--- src/design/sdhc_pkg.sv ---
/* Shared types and constants of the SD host command path.
   Short responses only (R1/R3/R6/R7), no DAT lines. */
package sdhc_pkg;

  localparam int unsigned CmdFrameBits   = 48;
  localparam int unsigned RspTimeoutClks = 64;
  localparam int unsigned RspTimerW      = $clog2(RspTimeoutClks);
  localparam int unsigned NumInts        = 5;

  localparam logic [7:0] RegArgument     = 8'h00;
  localparam logic [7:0] RegCommand      = 8'h04;
  localparam logic [7:0] RegResponse     = 8'h08;
  localparam logic [7:0] RegRspIndex     = 8'h0C;
  localparam logic [7:0] RegClockCtrl    = 8'h10;
  localparam logic [7:0] RegIntStatus    = 8'h14;
  localparam logic [7:0] RegIntEnable    = 8'h18;
  localparam logic [7:0] RegPresentState = 8'h1C;

  localparam int unsigned CmdRspExpBit  = 8; // Response expected bit of COMMAND
  localparam int unsigned ClkEnableBit  = 8; // SD clock enable bit of CLOCK_CTRL
  localparam int unsigned SoftResetBit  = 8; // Cmd line reset bit of PRESENT_STATE

  localparam int unsigned IntCmdComplete = 0;
  localparam int unsigned IntCmdTimeout  = 1;
  localparam int unsigned IntCmdCrc      = 2;
  localparam int unsigned IntCmdEndBit   = 3;
  localparam int unsigned IntCmdIndex    = 4;

  localparam logic [1:0] RespOkay   = 2'b00;
  localparam logic [1:0] RespSlverr = 2'b10;

  typedef struct packed {
    logic        awvalid;
    logic [7:0]  awaddr;
    logic        wvalid;
    logic [31:0] wdata;
    logic [3:0]  wstrb;
    logic        bready;
    logic        arvalid;
    logic [7:0]  araddr;
    logic        rready;
  } axil_req_t;

  typedef struct packed {
    logic        awready;
    logic        wready;
    logic        bvalid;
    logic [1:0]  bresp;
    logic        arready;
    logic        rvalid;
    logic [31:0] rdata;
    logic [1:0]  rresp;
  } axil_rsp_t;

  typedef struct packed {
    logic               cmd_start;
    logic [31:0]        argument;
    logic [5:0]         cmd_index;
    logic               rsp_expected;
    logic [7:0]         clk_divider;
    logic               sd_clk_enable;
    logic [NumInts-1:0] int_enable;
    logic               soft_reset_cmd;
  } reg2hw_t;

  typedef struct packed {
    logic [31:0]        rsp_status;
    logic [5:0]         rsp_index;
    logic               rsp_valid;
    logic [NumInts-1:0] int_events;
    logic               command_inhibit;
    logic               cmd_line_level;
  } hw2reg_t;

  typedef struct packed {
    logic [5:0]  index;
    logic [31:0] argument;
  } cmd_frame_t;

  typedef struct packed {
    logic        done;
    logic        timeout;
    logic        crc_error;
    logic        end_bit_error;
    logic [5:0]  index;
    logic [31:0] status;
  } rsp_result_t;

  // One MSB-first CRC7 step with x^7 + x^3 + 1
  function automatic logic [6:0] crc7_step(input logic [6:0] crc, input logic din);
    logic fb;
    fb = din ^ crc[6];
    return {crc[5:0], 1'b0} ^ (fb ? 7'h09 : 7'h00);
  endfunction

endpackage

--- src/design/sdhc_clk_div.sv ---
/* SD clock divider, half period is divider_i + 1 clock cycles.
   The clock parks low while disabled. */
module sdhc_clk_div (
  input  logic       clk_i,
  input  logic       software_reset_cmd_q,
  input  logic [7:0] divider_i,
  input  logic       enable_i,
  output logic       sd_clk_o,
  output logic       clk_en_p_o,
  output logic       clk_en_n_o
);
  logic [7:0] cnt_q;
  logic       sd_clk_q, en_p_q, en_n_q, wrap;

  assign wrap = (cnt_q >= divider_i); // Also catches a divider lowered mid count

  always_ff @(posedge clk_i) begin
    if (software_reset_cmd_q || !enable_i) begin
      cnt_q    <= '0;
      sd_clk_q <= 1'b0;
      en_p_q   <= 1'b0;
      en_n_q   <= 1'b0;
    end else begin
      en_p_q <= wrap & ~sd_clk_q;
      en_n_q <= wrap & sd_clk_q;
      if (wrap) begin
        cnt_q    <= '0;
        sd_clk_q <= ~sd_clk_q;
      end else begin
        cnt_q <= cnt_q + 8'd1;
      end
    end
  end

  assign sd_clk_o   = sd_clk_q;
  assign clk_en_p_o = en_p_q; // First cycle after the rising edge
  assign clk_en_n_o = en_n_q;

endmodule

--- src/design/sdhc_cmd_tx.sv ---
/* Command serializer, drives CMD on falling SD clock edges.
   Starts while busy are ignored. */
module sdhc_cmd_tx import sdhc_pkg::*; (
  input  logic       clk_i,
  input  logic       reset_i,
  input  logic       clk_en_n_i,
  input  cmd_frame_t frame_i,
  input  logic       start_i,
  output logic       cmd_o,
  output logic       cmd_oe_o,
  output logic       done_o
);
  logic [CmdFrameBits-9:0] shreg_q; // Start, transmission, index, argument
  logic [5:0]              cnt_q;
  logic [6:0]              crc_q;
  logic                    busy_q, cmd_q, oe_q, done_q;

  always_ff @(posedge clk_i) begin
    if (reset_i) begin
      busy_q <= 1'b0;
      cnt_q  <= '0;
      crc_q  <= '0;
      cmd_q  <= 1'b1;
      oe_q   <= 1'b0;
      done_q <= 1'b0;
    end else begin
      done_q <= 1'b0;
      if (start_i && !busy_q) begin
        busy_q <= 1'b1;
        cnt_q  <= '0;
        crc_q  <= '0;
      end else if (busy_q && clk_en_n_i) begin
        cnt_q <= cnt_q + 6'd1;
        if (cnt_q < 6'(CmdFrameBits - 8)) begin
          cmd_q <= shreg_q[CmdFrameBits-9];
          oe_q  <= 1'b1;
          crc_q <= crc7_step(crc_q, shreg_q[CmdFrameBits-9]);
        end else if (cnt_q < 6'(CmdFrameBits - 1)) begin
          cmd_q <= crc_q[6];
          crc_q <= {crc_q[5:0], 1'b0};
        end else if (cnt_q == 6'(CmdFrameBits - 1)) begin
          cmd_q <= 1'b1; // End bit
        end else begin
          oe_q   <= 1'b0;
          busy_q <= 1'b0;
          done_q <= 1'b1;
        end
      end
    end
  end

  always_ff @(posedge clk_i) begin
    if (start_i && !busy_q) begin
      shreg_q <= {2'b01, frame_i.index, frame_i.argument};
    end else if (busy_q && clk_en_n_i) begin
      shreg_q <= shreg_q << 1;
    end
  end

  assign cmd_o    = cmd_q;
  assign cmd_oe_o = oe_q;
  assign done_o   = done_q;

endmodule

--- src/design/sdhc_rsp_rx.sv ---
/* Short response receiver, samples CMD on rising SD clock edges.
   CRC7 covers the first 40 bits. Index is checked by the controller. */
module sdhc_rsp_rx import sdhc_pkg::*; (
  input  logic        clk_i,
  input  logic        reset_i,
  input  logic        clk_en_p_i,
  input  logic        arm_i,
  input  logic        cmd_i,
  output rsp_result_t result_o
);
  typedef enum logic [1:0] {Idle, WaitStart, Receive} state_e;

  state_e                 state_q;
  logic [RspTimerW-1:0]   timer_q;
  logic [5:0]             cnt_q;
  logic [6:0]             crc_q;
  logic [CmdFrameBits-3:0] rx_q; // Frame minus start and end bits
  rsp_result_t            result_q;

  always_ff @(posedge clk_i) begin
    if (reset_i) begin
      state_q       <= Idle;
      timer_q       <= '0;
      cnt_q         <= '0;
      crc_q         <= '0;
      result_q.done <= 1'b0;
    end else begin
      result_q.done <= 1'b0;
      case (state_q)
        Idle: begin
          if (arm_i) begin
            state_q <= WaitStart;
            timer_q <= '0;
          end
        end
        WaitStart: begin
          if (clk_en_p_i) begin
            if (!cmd_i) begin
              state_q <= Receive;
              cnt_q   <= '0;
              crc_q   <= '0; // Zero start bit leaves CRC at zero
            end else if (timer_q == RspTimerW'(RspTimeoutClks - 1)) begin
              state_q                <= Idle;
              result_q.done          <= 1'b1;
              result_q.timeout       <= 1'b1;
              result_q.crc_error     <= 1'b0;
              result_q.end_bit_error <= 1'b0;
            end else begin
              timer_q <= timer_q + 1'b1;
            end
          end
        end
        Receive: begin
          if (clk_en_p_i) begin
            cnt_q <= cnt_q + 6'd1;
            if (cnt_q < 6'(CmdFrameBits - 9)) crc_q <= crc7_step(crc_q, cmd_i);
            if (cnt_q == 6'(CmdFrameBits - 2)) begin
              state_q                <= Idle;
              result_q.done          <= 1'b1;
              result_q.timeout       <= 1'b0;
              result_q.crc_error     <= (rx_q[6:0] != crc_q);
              result_q.end_bit_error <= ~cmd_i;
              result_q.index         <= rx_q[44:39];
              result_q.status        <= rx_q[38:7];
            end
          end
        end
        default: state_q <= Idle;
      endcase
    end
  end

  always_ff @(posedge clk_i) begin
    if (state_q == Receive && clk_en_p_i) rx_q <= {rx_q[CmdFrameBits-4:0], cmd_i};
  end

  assign result_o = result_q;

endmodule

--- src/design/sdhc_ctrl.sv ---
/* Command line control: inhibit, resets and interrupt events.
   A response timeout also resets the command line. */
module sdhc_ctrl import sdhc_pkg::*; (
  input  logic               clk_i,
  input  logic               software_reset_cmd_q,
  input  reg2hw_t            reg2hw_i,
  output hw2reg_t            hw2reg_o,
  input  logic [NumInts-1:0] int_status_i,
  output logic               interrupt_o,
  output logic               cmd_reset_o,
  output cmd_frame_t         frame_o,
  output logic               tx_start_o,
  input  logic               tx_done_i,
  output logic               rsp_arm_o,
  input  rsp_result_t        rsp_i,
  input  logic               sd_cmd_i
);
  logic               inhibit_q, rsp_exp_q, irq_q, rsp_ok;
  logic [5:0]         exp_index_q;
  logic [NumInts-1:0] events;

  assign cmd_reset_o = software_reset_cmd_q | reg2hw_i.soft_reset_cmd
                     | (rsp_i.done & rsp_i.timeout);

  assign frame_o    = '{index: reg2hw_i.cmd_index, argument: reg2hw_i.argument};
  assign tx_start_o = reg2hw_i.cmd_start;
  assign rsp_arm_o  = tx_done_i & rsp_exp_q;
  assign rsp_ok     = rsp_i.done & ~rsp_i.timeout & ~rsp_i.crc_error & ~rsp_i.end_bit_error;

  always_comb begin
    events                 = '0;
    events[IntCmdComplete] = (tx_done_i & ~rsp_exp_q) | (rsp_ok & (rsp_i.index == exp_index_q));
    events[IntCmdTimeout]  = rsp_i.done & rsp_i.timeout;
    events[IntCmdCrc]      = rsp_i.done & rsp_i.crc_error;
    events[IntCmdEndBit]   = rsp_i.done & rsp_i.end_bit_error;
    events[IntCmdIndex]    = rsp_ok & (rsp_i.index != exp_index_q);
  end

  always_ff @(posedge clk_i) begin
    if (software_reset_cmd_q) begin
      inhibit_q <= 1'b0;
      rsp_exp_q <= 1'b0;
      irq_q     <= 1'b0;
    end else begin
      irq_q <= |(int_status_i & reg2hw_i.int_enable);
      if (reg2hw_i.soft_reset_cmd) begin
        inhibit_q <= 1'b0;
      end else if (reg2hw_i.cmd_start) begin
        inhibit_q <= 1'b1;
        rsp_exp_q <= reg2hw_i.rsp_expected;
      end else if ((tx_done_i && !rsp_exp_q) || rsp_i.done) begin
        inhibit_q <= 1'b0;
      end
    end
  end

  always_ff @(posedge clk_i) begin
    if (reg2hw_i.cmd_start) exp_index_q <= reg2hw_i.cmd_index;
  end

  assign hw2reg_o = '{
    rsp_status:      rsp_i.status,
    rsp_index:       rsp_i.index,
    rsp_valid:       rsp_i.done & ~rsp_i.timeout,
    int_events:      events,
    command_inhibit: inhibit_q | reg2hw_i.cmd_start, // Covers the start cycle
    cmd_line_level:  sd_cmd_i
  };

  assign interrupt_o = irq_q;

endmodule

--- src/design/sdhc_axil_regs.sv ---
/* AXI4-Lite register file, one outstanding write and one outstanding read.
   Partial strobes mask the written bits. INT_STATUS is write-one-to-clear. */
module sdhc_axil_regs import sdhc_pkg::*; (
  input  logic               clk_i,
  input  logic               software_reset_cmd_q,
  input  axil_req_t          axil_req_i,
  output axil_rsp_t          axil_rsp_o,
  output reg2hw_t            reg2hw_o,
  input  hw2reg_t            hw2reg_i,
  output logic [NumInts-1:0] int_status_o
);
  logic               wr_hs, ar_hs, wr_err, rd_err;
  logic [31:0]        wmask, wd, rd_data;
  logic [NumInts-1:0] status_clr;

  logic               bvalid_q, rvalid_q, cmd_start_q, soft_rst_q, rsp_exp_q, clk_en_q;
  logic [1:0]         bresp_q, rresp_q;
  logic [31:0]        arg_q, rsp_status_q, rdata_q;
  logic [5:0]         cmd_index_q, rsp_index_q;
  logic [7:0]         div_q;
  logic [NumInts-1:0] int_en_q, int_status_q;

  assign wr_hs = axil_req_i.awvalid & axil_req_i.wvalid & ~bvalid_q;
  assign ar_hs = axil_req_i.arvalid & ~rvalid_q;

  always_comb begin
    for (int b = 0; b < 4; b++) begin
      wmask[8*b +: 8] = {8{axil_req_i.wstrb[b]}};
    end
  end
  assign wd = axil_req_i.wdata & wmask;

  assign status_clr = (wr_hs && axil_req_i.awaddr == RegIntStatus) ? wd[NumInts-1:0] : '0;

  always_comb begin
    case (axil_req_i.awaddr)
      RegArgument, RegCommand, RegClockCtrl,
      RegIntStatus, RegIntEnable, RegPresentState: wr_err = 1'b0;
      default: wr_err = 1'b1; // Unmapped or read only
    endcase
  end

  always_comb begin
    rd_data = '0;
    rd_err  = 1'b0;
    case (axil_req_i.araddr)
      RegArgument: rd_data = arg_q;
      RegCommand: begin
        rd_data[5:0]         = cmd_index_q;
        rd_data[CmdRspExpBit] = rsp_exp_q;
      end
      RegResponse: rd_data = rsp_status_q;
      RegRspIndex: rd_data[5:0] = rsp_index_q;
      RegClockCtrl: begin
        rd_data[7:0]          = div_q;
        rd_data[ClkEnableBit] = clk_en_q;
      end
      RegIntStatus: rd_data[NumInts-1:0] = int_status_q;
      RegIntEnable: rd_data[NumInts-1:0] = int_en_q;
      RegPresentState: rd_data[1:0] = {hw2reg_i.cmd_line_level, hw2reg_i.command_inhibit};
      default: rd_err = 1'b1;
    endcase
  end

  always_ff @(posedge clk_i) begin
    if (software_reset_cmd_q) begin
      bvalid_q     <= 1'b0;
      bresp_q      <= RespOkay;
      rvalid_q     <= 1'b0;
      rresp_q      <= RespOkay;
      cmd_start_q  <= 1'b0;
      soft_rst_q   <= 1'b0;
      cmd_index_q  <= '0;
      rsp_exp_q    <= 1'b0;
      div_q        <= '0;
      clk_en_q     <= 1'b0;
      int_en_q     <= '0;
      int_status_q <= '0;
    end else begin
      cmd_start_q  <= 1'b0;
      soft_rst_q   <= 1'b0;
      int_status_q <= (int_status_q & ~status_clr) | hw2reg_i.int_events; // Set wins
      if (wr_hs) begin
        bvalid_q <= 1'b1;
        bresp_q  <= wr_err ? RespSlverr : RespOkay;
        case (axil_req_i.awaddr)
          RegCommand: begin
            if (!hw2reg_i.command_inhibit) begin // Dropped while inhibited
              cmd_index_q <= wd[5:0];
              rsp_exp_q   <= wd[CmdRspExpBit];
              cmd_start_q <= 1'b1;
            end
          end
          RegClockCtrl: begin
            div_q    <= wd[7:0];
            clk_en_q <= wd[ClkEnableBit];
          end
          RegIntEnable:    int_en_q   <= wd[NumInts-1:0];
          RegPresentState: soft_rst_q <= wd[SoftResetBit];
          default: ;
        endcase
      end else if (bvalid_q && axil_req_i.bready) begin
        bvalid_q <= 1'b0;
      end
      if (ar_hs) begin
        rvalid_q <= 1'b1;
        rresp_q  <= rd_err ? RespSlverr : RespOkay;
      end else if (rvalid_q && axil_req_i.rready) begin
        rvalid_q <= 1'b0;
      end
    end
  end

  always_ff @(posedge clk_i) begin
    if (wr_hs && axil_req_i.awaddr == RegArgument) arg_q <= (arg_q & ~wmask) | wd;
    if (hw2reg_i.rsp_valid) begin
      rsp_status_q <= hw2reg_i.rsp_status;
      rsp_index_q  <= hw2reg_i.rsp_index;
    end
    if (ar_hs) rdata_q <= rd_data;
  end

  assign axil_rsp_o = '{
    awready: wr_hs,
    wready:  wr_hs,
    bvalid:  bvalid_q,
    bresp:   bresp_q,
    arready: ~rvalid_q,
    rvalid:  rvalid_q,
    rdata:   rdata_q,
    rresp:   rresp_q
  };

  assign reg2hw_o = '{
    cmd_start:      cmd_start_q,
    argument:       arg_q,
    cmd_index:      cmd_index_q,
    rsp_expected:   rsp_exp_q,
    clk_divider:    div_q,
    sd_clk_enable:  clk_en_q,
    int_enable:     int_en_q,
    soft_reset_cmd: soft_rst_q
  };

  assign int_status_o = int_status_q;

endmodule

--- src/design/sdhc_top.sv ---
/* SD host command-line subsystem with an AXI4-Lite register port.
   CMD pin split into output, enable and input, no tristate here. */
module sdhc_top import sdhc_pkg::*; (
  input  logic      clk_i,
  input  logic      software_reset_cmd_q,
  input  axil_req_t axil_req_i,
  output axil_rsp_t axil_rsp_o,
  output logic      sd_clk_o,
  output logic      sd_cmd_o,
  output logic      sd_cmd_oe_o,
  input  logic      sd_cmd_i,
  output logic      interrupt_o
);
  reg2hw_t            reg2hw;
  hw2reg_t            hw2reg;
  cmd_frame_t         frame;
  rsp_result_t        rsp_result;
  logic [NumInts-1:0] int_status;
  logic               cmd_reset, tx_start, tx_done, rsp_arm, clk_en_p, clk_en_n;

  sdhc_axil_regs u_regs (
    .clk_i,
    .software_reset_cmd_q,
    .axil_req_i,
    .axil_rsp_o,
    .reg2hw_o     (reg2hw),
    .hw2reg_i     (hw2reg),
    .int_status_o (int_status)
  );

  sdhc_ctrl u_ctrl (
    .clk_i,
    .software_reset_cmd_q,
    .reg2hw_i     (reg2hw),
    .hw2reg_o     (hw2reg),
    .int_status_i (int_status),
    .interrupt_o,
    .cmd_reset_o  (cmd_reset),
    .frame_o      (frame),
    .tx_start_o   (tx_start),
    .tx_done_i    (tx_done),
    .rsp_arm_o    (rsp_arm),
    .rsp_i        (rsp_result),
    .sd_cmd_i
  );

  sdhc_clk_div u_clk_div (
    .clk_i,
    .software_reset_cmd_q,
    .divider_i  (reg2hw.clk_divider),
    .enable_i   (reg2hw.sd_clk_enable),
    .sd_clk_o,
    .clk_en_p_o (clk_en_p),
    .clk_en_n_o (clk_en_n)
  );

  sdhc_cmd_tx u_cmd_tx (
    .clk_i,
    .reset_i    (cmd_reset),
    .clk_en_n_i (clk_en_n),
    .frame_i    (frame),
    .start_i    (tx_start),
    .cmd_o      (sd_cmd_o),
    .cmd_oe_o   (sd_cmd_oe_o),
    .done_o     (tx_done)
  );

  sdhc_rsp_rx u_rsp_rx (
    .clk_i,
    .reset_i    (cmd_reset),
    .clk_en_p_i (clk_en_p),
    .arm_i      (rsp_arm),
    .cmd_i      (sd_cmd_i),
    .result_o   (rsp_result)
  );

endmodule

--- config.mk ---
export PLATFORM = sky130hd
export DESIGN_NAME = sdhc_top
export DESIGN_NICKNAME = d
export VERILOG_FILES = /design/src/design/sdhc_pkg.sv /design/src/design/sdhc_clk_div.sv /design/src/design/sdhc_cmd_tx.sv /design/src/design/sdhc_rsp_rx.sv /design/src/design/sdhc_ctrl.sv /design/src/design/sdhc_axil_regs.sv /design/src/design/sdhc_top.sv
export SDC_FILE = /design/constraint.sdc
export NUM_CORES = 1
export LEC_CHECK = 0
export BUFFER_PORTS_ARGS = -buffer_cell sky130_fd_sc_hd__clkbuf_2
export CORE_MARGIN = 2
export CORE_UTILIZATION = 40
export DETAILED_ROUTE_END_ITERATION = 16
export MAX_ROUTING_LAYER = met4
export PLACE_DENSITY = 0.66
export SYNTH_ARGS = -nofsm -noshare
export SYNTH_HDL_FRONTEND = slang
export SYNTH_HIERARCHICAL = 1
export SYNTH_SLANG_ARGS = --single-unit
--- constraint.sdc ---
create_clock -name clk_i -period 4.9 [get_ports clk_i]
set_input_delay 0 -clock clk_i [delete_from_list [all_inputs] [get_ports clk_i]]
set_output_delay 0 -clock clk_i [all_outputs]
set_load 0.05 [all_outputs]
Word-level counts from Yosys, hierarchy flattened:

Index checks and enable logic that the tools add are counted.

* add/sub/neg operators: 4
* order comparisons: 4
* equal/unequal tests: 35
* muxes and demuxes: 59
* bitwise gates (word level): 47
* reductions and logical operators: 47

Operators with widths (count)
* 42-bit two-way mux: 2
* 38-bit two-way mux: 2
* 32-bit AND: 2
* 8-bit by 5-bit equality test with 1-bit output (second input constant): 8
* 23-bit one-hot mux with 2 select lines: 1
* 6-bit two-way mux: 7
* 7-bit two-way mux: 6
* 32-bit NOT: 1
* 32-bit OR: 1
* 6-bit one-hot mux with 2 select lines: 2
* 3-bit one-hot mux with 7 select lines: 1
* 4-bit two-way mux: 5
* 6-bit by 1-bit adder with 6-bit output (second input constant): 3
* 6-bit equality test (second input constant): 3
* 6-bit < comparator (second input constant): 3
* 1-bit two-way mux: 17
* 8-bit by 3-bit equality test with 1-bit output (second input constant): 2
* 8-bit by 4-bit equality test with 1-bit output (second input constant): 2
* 8-bit zero test: 2
* 2-bit two-way mux: 8
* 2-bit by 1-bit != test with 1-bit output (second input constant): 8
* 1-bit NOT: 16
* 2-bit one-hot mux with 8 select lines: 1
* 4-bit AND reduction: 4
* other kinds (37): 89

* register bits after elaboration: 321
* bits of input ports: 60
* output and inout bits: 45
* logic and storage cells: 239

Depth between registers and ports, before layout:

Gate-level depths: netlist of the first run.

* depth after elaboration: 7
* gate-level depth with buffers: 8
* depth with buffers taken out: 6

Modules after synthesis:

Netlist of the first run, hierarchy kept.

By module, submodules not included
* sdhc_axil_regs: instances 1, cells an instance 376, area an instance 5429.0 um^2, sequential area each 3703.6 um^2
* sdhc_rsp_rx: instances 1, cells an instance 250, area an instance 3972.6 um^2, sequential area each 3022.9 um^2
* sdhc_cmd_tx: instances 1, cells an instance 171, area an instance 2431.1 um^2, sequential area each 1521.5 um^2
* sdhc_ctrl: instances 1, cells an instance 116, area an instance 1044.8 um^2, sequential area each 240.2 um^2
* sdhc_clk_div: instances 1, cells an instance 72, area an instance 691.9 um^2, sequential area each 220.2 um^2

Worst setup path after synthesis of the first run:

OpenSTA, ideal clock, no wires.

* path type: flip-flop to flip-flop
* start: register u_rsp_rx.result_q, in the netlist u_rsp_rx/result_o[40]
* end: register u_rsp_rx.result_q, in the netlist u_rsp_rx/result_o[0], enable pin
* setup time: 528 ps
* arrival: 4857 ps
* data required time: 4372 ps
* path slack: -486 ps
* stages on the path, launching flop included: 5
* path buffers: 1
* period minus slack after synthesis: 5386 ps
* cells stage by stage: edfxtp_1 and2_4 or3_1 clkbuf_1 nor4_1

RTL lines
* start, declared: RTL line sdhc_rsp_rx.sv:18 `rsp_result_t result_q;`

Worst setup path after layout of the first run:

* start: register u_regs.cmd_start_q
* end: register u_cmd_tx.shreg_q[22], enable pin

* longest elaborated chain between the ends: 2

RTL lines
* start, declared: RTL line sdhc_axil_regs.sv:16 `logic bvalid_q, rvalid_q, cmd_start_q, soft_rst_q, rsp_exp_q, clk_en_q;`
* start signal, assigned: RTL line sdhc_axil_regs.sv:71 `cmd_start_q <= 1'b0;`
* start signal, assigned: RTL line sdhc_axil_regs.sv:80 `cmd_start_q <= 1'b0;`
* start signal, assigned: RTL line sdhc_axil_regs.sv:91 `cmd_start_q <= 1'b1;`
* 1-bit logical AND: RTL line sdhc_cmd_tx.sv:53 `if (start_i && !busy_q) begin`
* 2-bit nonzero test (no source line)
* end signal, assigned: RTL line sdhc_cmd_tx.sv:54 `shreg_q <= {2'b01, frame_i.index, frame_i.argument};`
* end signal, assigned: RTL line sdhc_cmd_tx.sv:56 `shreg_q <= shreg_q << 1;`
* end, declared: RTL line sdhc_cmd_tx.sv:13 `logic [CmdFrameBits-9:0] shreg_q;`

Every way passes these cells.
A chain may end at the register's enable or synchronous reset.

==> results.toml, run 1 <==
[worst_setup_path]
cp_max_fo = 40
r2r_setup_slack_ps = 2310
crit_path_start_kind = "register"
worstReg2RegStart = "u_regs/cmd_start_q$_SDFF_PP0_"
worst_setup_path_end_kind = "register"
r2r_end = "u_cmd_tx/shreg_q[22]$_DFFE_PN_"
reg2reg_depth = 3
arrival_ps = 2710
worstSetupPathType = "reg2reg"
required_ps = 5020

[synthesis]
synth_edf_count = 232
async_reset_ff_share_pct = 0
yosysWarnings = 6
synth_seq_cells = 319
yosysUniqueCellTypes = 85
syn_inst = 985
netlist_area_sq_um = 13600
synth_flop_cell = "edfxtp_1"
synth_seq_area_share_pct = 64.2
synth_area_per_cell_sq_um = 13.8

[routing]
vias = 7645
postRouteAntennaNets = 0
drt_iter0_markers = 537
drc_errors = 0
routed_wirelength_mm = 26.9
wire_per_inst_um = 17.6
viasPerCell = 5.00
drt-pass1-iter-count = 5

[timing]
grt_setup_unrepaired = "no"
worstMarginPinSlew_ps = 1200
slew_headroom_pct = 19.8
skew_ps = 16.5
final_hold_viol_count = 0
fin_tns_setup_ps = 0
max_freq_mhz = 387
setup_ws_ps = 2310
min_period_ps = 2590
setup_viol = 0
drv_slew = 0
period_share_pct = 52.8

[flow_run]
maxCapViolCount = 0

[pwr]
leakagePower_nw = 5.57
power_density_nw_per_um2 = 381
peakVddDrop_v = 0.000189

[finish]
layout.cells.non_filler = 1529
regArea_sq_um = 8710
multi_input_area_sq_um = 3920
stdcell_area_sq_um = 15600
fill_cells = 2878
layout_common_cells = "232 x edfxtp_1, 102 x clkbuf_2, 87 x dfxtp_1, 57 x nor2_1, 53 x nand2_1"
final_common_cell = "edfxtp_1"
area_growth_pct = 14.7
diodes = 0
nets = 1132
layout-drive-gt1-share_pct = 23.3

[die]
io_pins = 105
fp.dieH_um = 188
core_area_sq_um = 33400
die_area_sq_um = 35400
row_count = 67
start_util_pct = 40.6
fp.dieW_um = 188

[grt]
antenna_found_initial = 0
grt_max_degree = 46
grt_usage_pct = 15.4
overflow = 0
grt_pass1_wl_mm = 41.4
grt_pass1_vias = 7602

[min_path]
worst_hold_path.endpoint = "u_regs/rdata_q[1]$_DFFE_PP_"
hold_class = "in2reg"
hold_path.startpoint = "axil_req_i[8]"
whs_path_depth = 4

[placed_design]
place_congestion = 0.810
hpwlAfterDp_mm = 18.3
dpl_cell_area_sq_um = 13800
numPortBuffers = 102
dp.cells = 1417
place_ws_ps = 2310

[clock_network]
cts_tree = "done"
clk_pin_slew_ps = 60
ctsResizeCount = 0
cts_buffer_depth = 3
cts-buffers-inserted = 34
cts_setup_buffers = 0
ctsHoldBuffers = 50
clk_latency_ps = 510
cts-root-buf = "clkbuf_16"
htree_levels = 2
cts_sinks = 319

[status]
status = "completed"
[report_power, final]
part | switching [mW] | internal, mW
Sequential | 0.0103 | 2.89
Combinational | 0.181 | 0.0950
Clock | 1.04 | 1.72
Total | 1.23 | 4.71
[metrics by stage]
stage	power (mW)	hold WS, ps	utilization (%)
2_1_floorplan	3.13	69.1	-
3_3_place_gp	3.20	181	41.4
3_5_place_dp	3.20	179	41.4
4_1_cts	6.00	10.9	46.5
5_1_grt	6.11	25.5	46.5
6_report	5.93	27.5	46.5
[synth_stat cells (5+ instances only)]
master / instances / area share [%]
edfxtp_1: 232 / 51
buf_4: 91 / 5.0
dfxtp_1: 87 / 13
nor2_1: 57 / 1.6
nand2_1: 53 / 1.5
mux2i_1: 49 / 3.6
mux2_2: 39 / 3.2
nand2b_1: 31 / 1.4
a21oi_1: 27 / 1.0
inv_1: 25 / 0.69
nor3_1: 20 / 0.74
xnor2_1: 18 / 1.2
ha_1: 17 / 1.6
clkbuf_1: 15 / 0.41
nand3_1: 15 / 0.55
xor2_1: 14 / 0.90
a211oi_1: 11 / 0.61
buf_2: 11 / 0.41
nand4_1: 11 / 0.51
and3_1: 9 / 0.41
mux2_4: 9 / 1.0
nor2b_1: 8 / 0.37
nor4_1: 7 / 0.32
or2_2: 7 / 0.32
buf_6: 6 / 0.50
nand3b_1: 6 / 0.33
a311oi_1: 5 / 0.32
a32oi_1: 5 / 0.32
and2_1: 5 / 0.23
o2111ai_1: 5 / 0.32
or3_1: 5 / 0.23
[worst max-delay path, stage by stage (launching register included)]
cell and delay [ps]:
dfxtp_1 600, nor2b_4 220, buf_4 450, nand2b_2 880
[metal layers]
metal	GRT usage (%)	vias up	share of wire [%]
li1	-	3660	-
met1	19.2	3791	44
met2	25.5	139	49
met3	2.40	55	3.7
met4	5.84	0	3.0
met5	-	-	0
[cell type report]
cell class / count / share of cell area, %
repair buffers: 158 / 6.78
inverters: 27 / 0.651
clock buffers: 39 / 5.65
flip-flops and latches: 319 / 55.9
clock inverters: 23 / 2.16
multi-input cells: 515 / 25.2
well taps: 448 / 3.60
[worst max-delay path by stage]
stage                                           endpoint                             from  slack [ps]
after floorplan           u_rsp_rx/result_o[0]$_DFFE_PP_  u_rsp_rx/result_o[40]$_DFFE_PP_        1120
after global placement    u_cmd_tx/shreg_q[29]$_DFFE_PN_    u_regs/cmd_start_q$_SDFF_PP0_        2330
after detailed placement  u_cmd_tx/shreg_q[28]$_DFFE_PN_    u_regs/cmd_start_q$_SDFF_PP0_        2310
after CTS                 u_cmd_tx/shreg_q[12]$_DFFE_PN_    u_regs/cmd_start_q$_SDFF_PP0_        2300
after global routing      u_cmd_tx/shreg_q[17]$_DFFE_PN_    u_regs/cmd_start_q$_SDFF_PP0_        2130
final                     u_cmd_tx/shreg_q[22]$_DFFE_PN_    u_regs/cmd_start_q$_SDFF_PP0_        2310
[kinds of logic (layout without fill, tap and decap cells)]
family / after synthesis / after routing / share of synthesized area, %
other: 1 / 2 / 0.0276
AOI/OAI and AO/OA: 95 / 95 / 5.65
DFF: 319 / 319 / 64.2
xor gates and xnor gates: 32 / 32 / 2.07
muxes: 100 / 100 / 8.34
buffers and inverters: 152 / 247 / 7.16
and+or+nand+nor: 269 / 269 / 11.0
adders and majority gates: 17 / 17 / 1.57
Note: power is estimated with default switching activity, not from simulation.
==> inputs of run 2 (changes only) <==
Settings changed: ABC_AREA set to 1, PLACE_DENSITY 0.66 to 0.64.
Clock period 4.9 ns to 2.66 ns, I/O delays scaled along.
==> run 2 against run 1 <==
  * Clock power rose by 75%
  * Critical path type unchanged
  * Non-clock buffer count grew 18
  * Critical endpoint is now u_regs/cmd_start_q$_SDFF_PP0_
  * Highest routed layer unchanged
  * Synthesized area grew 1.2%
  * Global-route usage is 1.5 points higher
  * Cell count increased by 24%
  * Via count grew 18%
  * Total power rose by 78%
  * Utilization up 0.65 points
  * Register-to-register slack lost 1800 ps
==> results.toml, run 2 <==
[worst_setup_path]
r2r_end = "u_regs/cmd_start_q$_SDFF_PP0_"
max_stage_delay_ps = 590
worstSetupPathType = "reg2reg"
r2r_setup_slack_ps = 470
cp_max_fo = 7
worstReg2RegStart = "u_regs/bvalid_q$_SDFFE_PP0P_"
cp_common_cell = "dlygate4sd3_1"
path_cells = "nor2_1 -> nand3_1 -> dlygate4sd3_1 -> nor3_1 -> dlygate4sd3_1"
reg2reg_depth = 5
arrival_ps = 2640
crit_start = "u_regs/bvalid_q$_SDFFE_PP0P_"
required_ps = 3110
crit_path_start_kind = "register"
worst_setup_path_end_kind = "register"
cp-endpoint = "u_regs/cmd_start_q$_SDFF_PP0_"
critical-path-slowest-cell = "dlygate4sd3_1"

[synthesis]
synth_compound_area_share_pct = 2.90
synth_seq_cells = 319
synth_seq_area_share_pct = 63.4
synth-adder-area-share_pct = 1.55
synth_area_leader_cell = "edfxtp_1"
netlist_area_sq_um = 13700
synth_area_per_cell_sq_um = 10.4
yosys.area_share.simple_pct = 21.3
yosys.area.top_type_share_pct = 50.7
synth_edf_count = 232
synth_top_family_by_area = "simple AND/OR/NAND/NOR gates"
syn_inst = 1323
synth_flop_cell = "edfxtp_1"
synth.most_common_cell = "nand2_1"
synth.top_cells.by_count = "353 x nand2_1, 232 x edfxtp_1, 134 x nor2_1"
synth.area.mux_share_pct = 0
synth_xor_area_share_pct = 1.08
async_reset_ff_share_pct = 0
synth_area_leaders = "edfxtp_1 51%, dfxtp_1 13%, nand2_1 9.6%"
yosysUniqueCellTypes = 47
yosysWarnings = 6

[placed_design]
place_congestion = 0.876
numPortBuffers = 102
dp.cells = 1773
hpwlAfterDp_mm = 20.4
place_ws_ps = 671
dpl_cell_area_sq_um = 14200

[routing]
vias = 9012
drt_iter0_markers = 832
postRouteAntennaNets = 0
routed_wirelength_mm = 29.4
wire_per_inst_um = 15.5
drc_errors = 0
drt-pass1-iter-count = 5
viasPerCell = 4.76

[timing]
whs_ps = 16.3
final_hold_viol_count = 0
max_freq_mhz = 456
worstMarginPinSlew_ps = 807
fin_tns_setup_ps = 0
grt_setup_unrepaired = "no"
slew_headroom_pct = 46.0
drv_slew = 0
skew_ps = 18.1
min_period_ps = 2190
period_share_pct = 82.5
setup_ws_ps = 466
setup_viol = 0

[pwr]
peakVddDrop_v = 0.000394
leakagePower_nw = 6.37
power_density_nw_per_um2 = 665

[finish]
nets = 1496
area_growth_pct = 15.8
layout-drive-gt1-share_pct = 16.3
layout_common_cells = "353 x nand2_1, 232 x edfxtp_1, 132 x nor2_1, 117 x inv_1, 102 x clkbuf_2"
layout.cells.non_filler = 1895
final_common_cell = "nand2_1"
fill_cells = 3028
stdcell_area_sq_um = 15900

[clock_network]
ctsResizeCount = 0
cts_sinks = 319
cts-buffers-inserted = 34
cts-root-buf = "clkbuf_16"
ctsHoldBuffers = 58
cts_tree = "done"
htree_levels = 2
clk_pin_slew_ps = 60
cts_setup_buffers = 0
clk_latency_ps = 520
cts_buffer_depth = 3

[die]
core_area_sq_um = 33700
start_util_pct = 40.8
io_pins = 105
fp.dieH_um = 189
fp.dieW_um = 189
row_count = 67
die_area_sq_um = 35800

[grt]
overflow = 0
antenna_found_initial = 2
grt_max_degree = 40
grt_pass1_wl_mm = 46.1
grt_pass1_vias = 8784
grt_usage_pct = 16.9

[flow_run]
maxCapViolCount = 0

[status]
status = "completed"

[min_path]
whs_path_depth = 7
hold_class = "in2reg"
run 2: changes by cell type in the layout (fill, tap and decap cells not counted), sizes merged, moves of 9 or more:
cell    change
nor2       +89
inv       +100
a211oi     -12
and3       -10
buf        +10
nand2b     -32
nand3      +90
o21ai      +16
nor2b       -9
a21oi      +12
mux2i      -49
nand2     +310
mux2       -48
nor3        -9
run 2: routing by layer:
layer	vias to the layer above	GRT usage, %	wire length, um
met1	4210	21.6	12700
li1	4444	-	-
met2	281	26.6	13800
met4	0	7.22	1070
met5	-	-	0
met3	77	2.91	1850
run 2: layout make-up:
class | count | area [sq um] | area share (%)
Antenna cell | 2 | 5.00 | 0.0315
Timing Repair Buffer | 176 | 1260 | 7.93
Multi-Input combinational cell | 759 | 3710 | 23.3
Inverter | 129 | 507 | 3.19
Tap cell | 448 | 561 | 3.53
Sequential cell | 319 | 8710 | 54.8
Clock inverter | 19 | 236 | 1.49
Clock buffer | 43 | 916 | 5.76
run 2: worst min path at each step:
stage,to,startpoint
CTS,u_regs/bresp_q[1]$_SDFFE_PP0P_,axil_req_i[54]
floorplan,u_ctrl/rsp_exp_q$_SDFFE_PP0P_,software_reset_cmd_q
global placement,register,axil_req_i[35]
global route,u_regs/cmd_index_q[3]$_SDFFE_PP0P_,axil_req_i[54]
finish,u_regs/bresp_q[1]$_SDFFE_PP0P_,axil_req_i[54]
detailed placement,register,axil_req_i[38]
run 2: worst max-delay path: cells and delay by family (launching register included):
kind | cells | cell delay (ps)
buffers and inverters | 2 | 1160
and+or+nand+nor | 3 | 650
DFF | 1 | 330
run 2: cell families after synthesis:
group           after synthesis
buf+inv                     246
fa+ha+maj                    17
compound gates               70
xor+xnor                     17
other cells                   1
flops                       319
simple gates                653
run 2: where the power goes:
part           internal, mW  switching [mW]
sequential             5.31          0.0126
clock                  2.94            1.90
combinational         0.136           0.276
run 2: stage by stage:
stage / util [%] / power [mW]
after floorplan: - / 5.64
after global placement: 42.0 / 5.77
after detailed placement: 42.0 / 5.77
after CTS: 47.2 / 10.7
after global routing: 47.2 / 10.9
final: 47.2 / 10.6
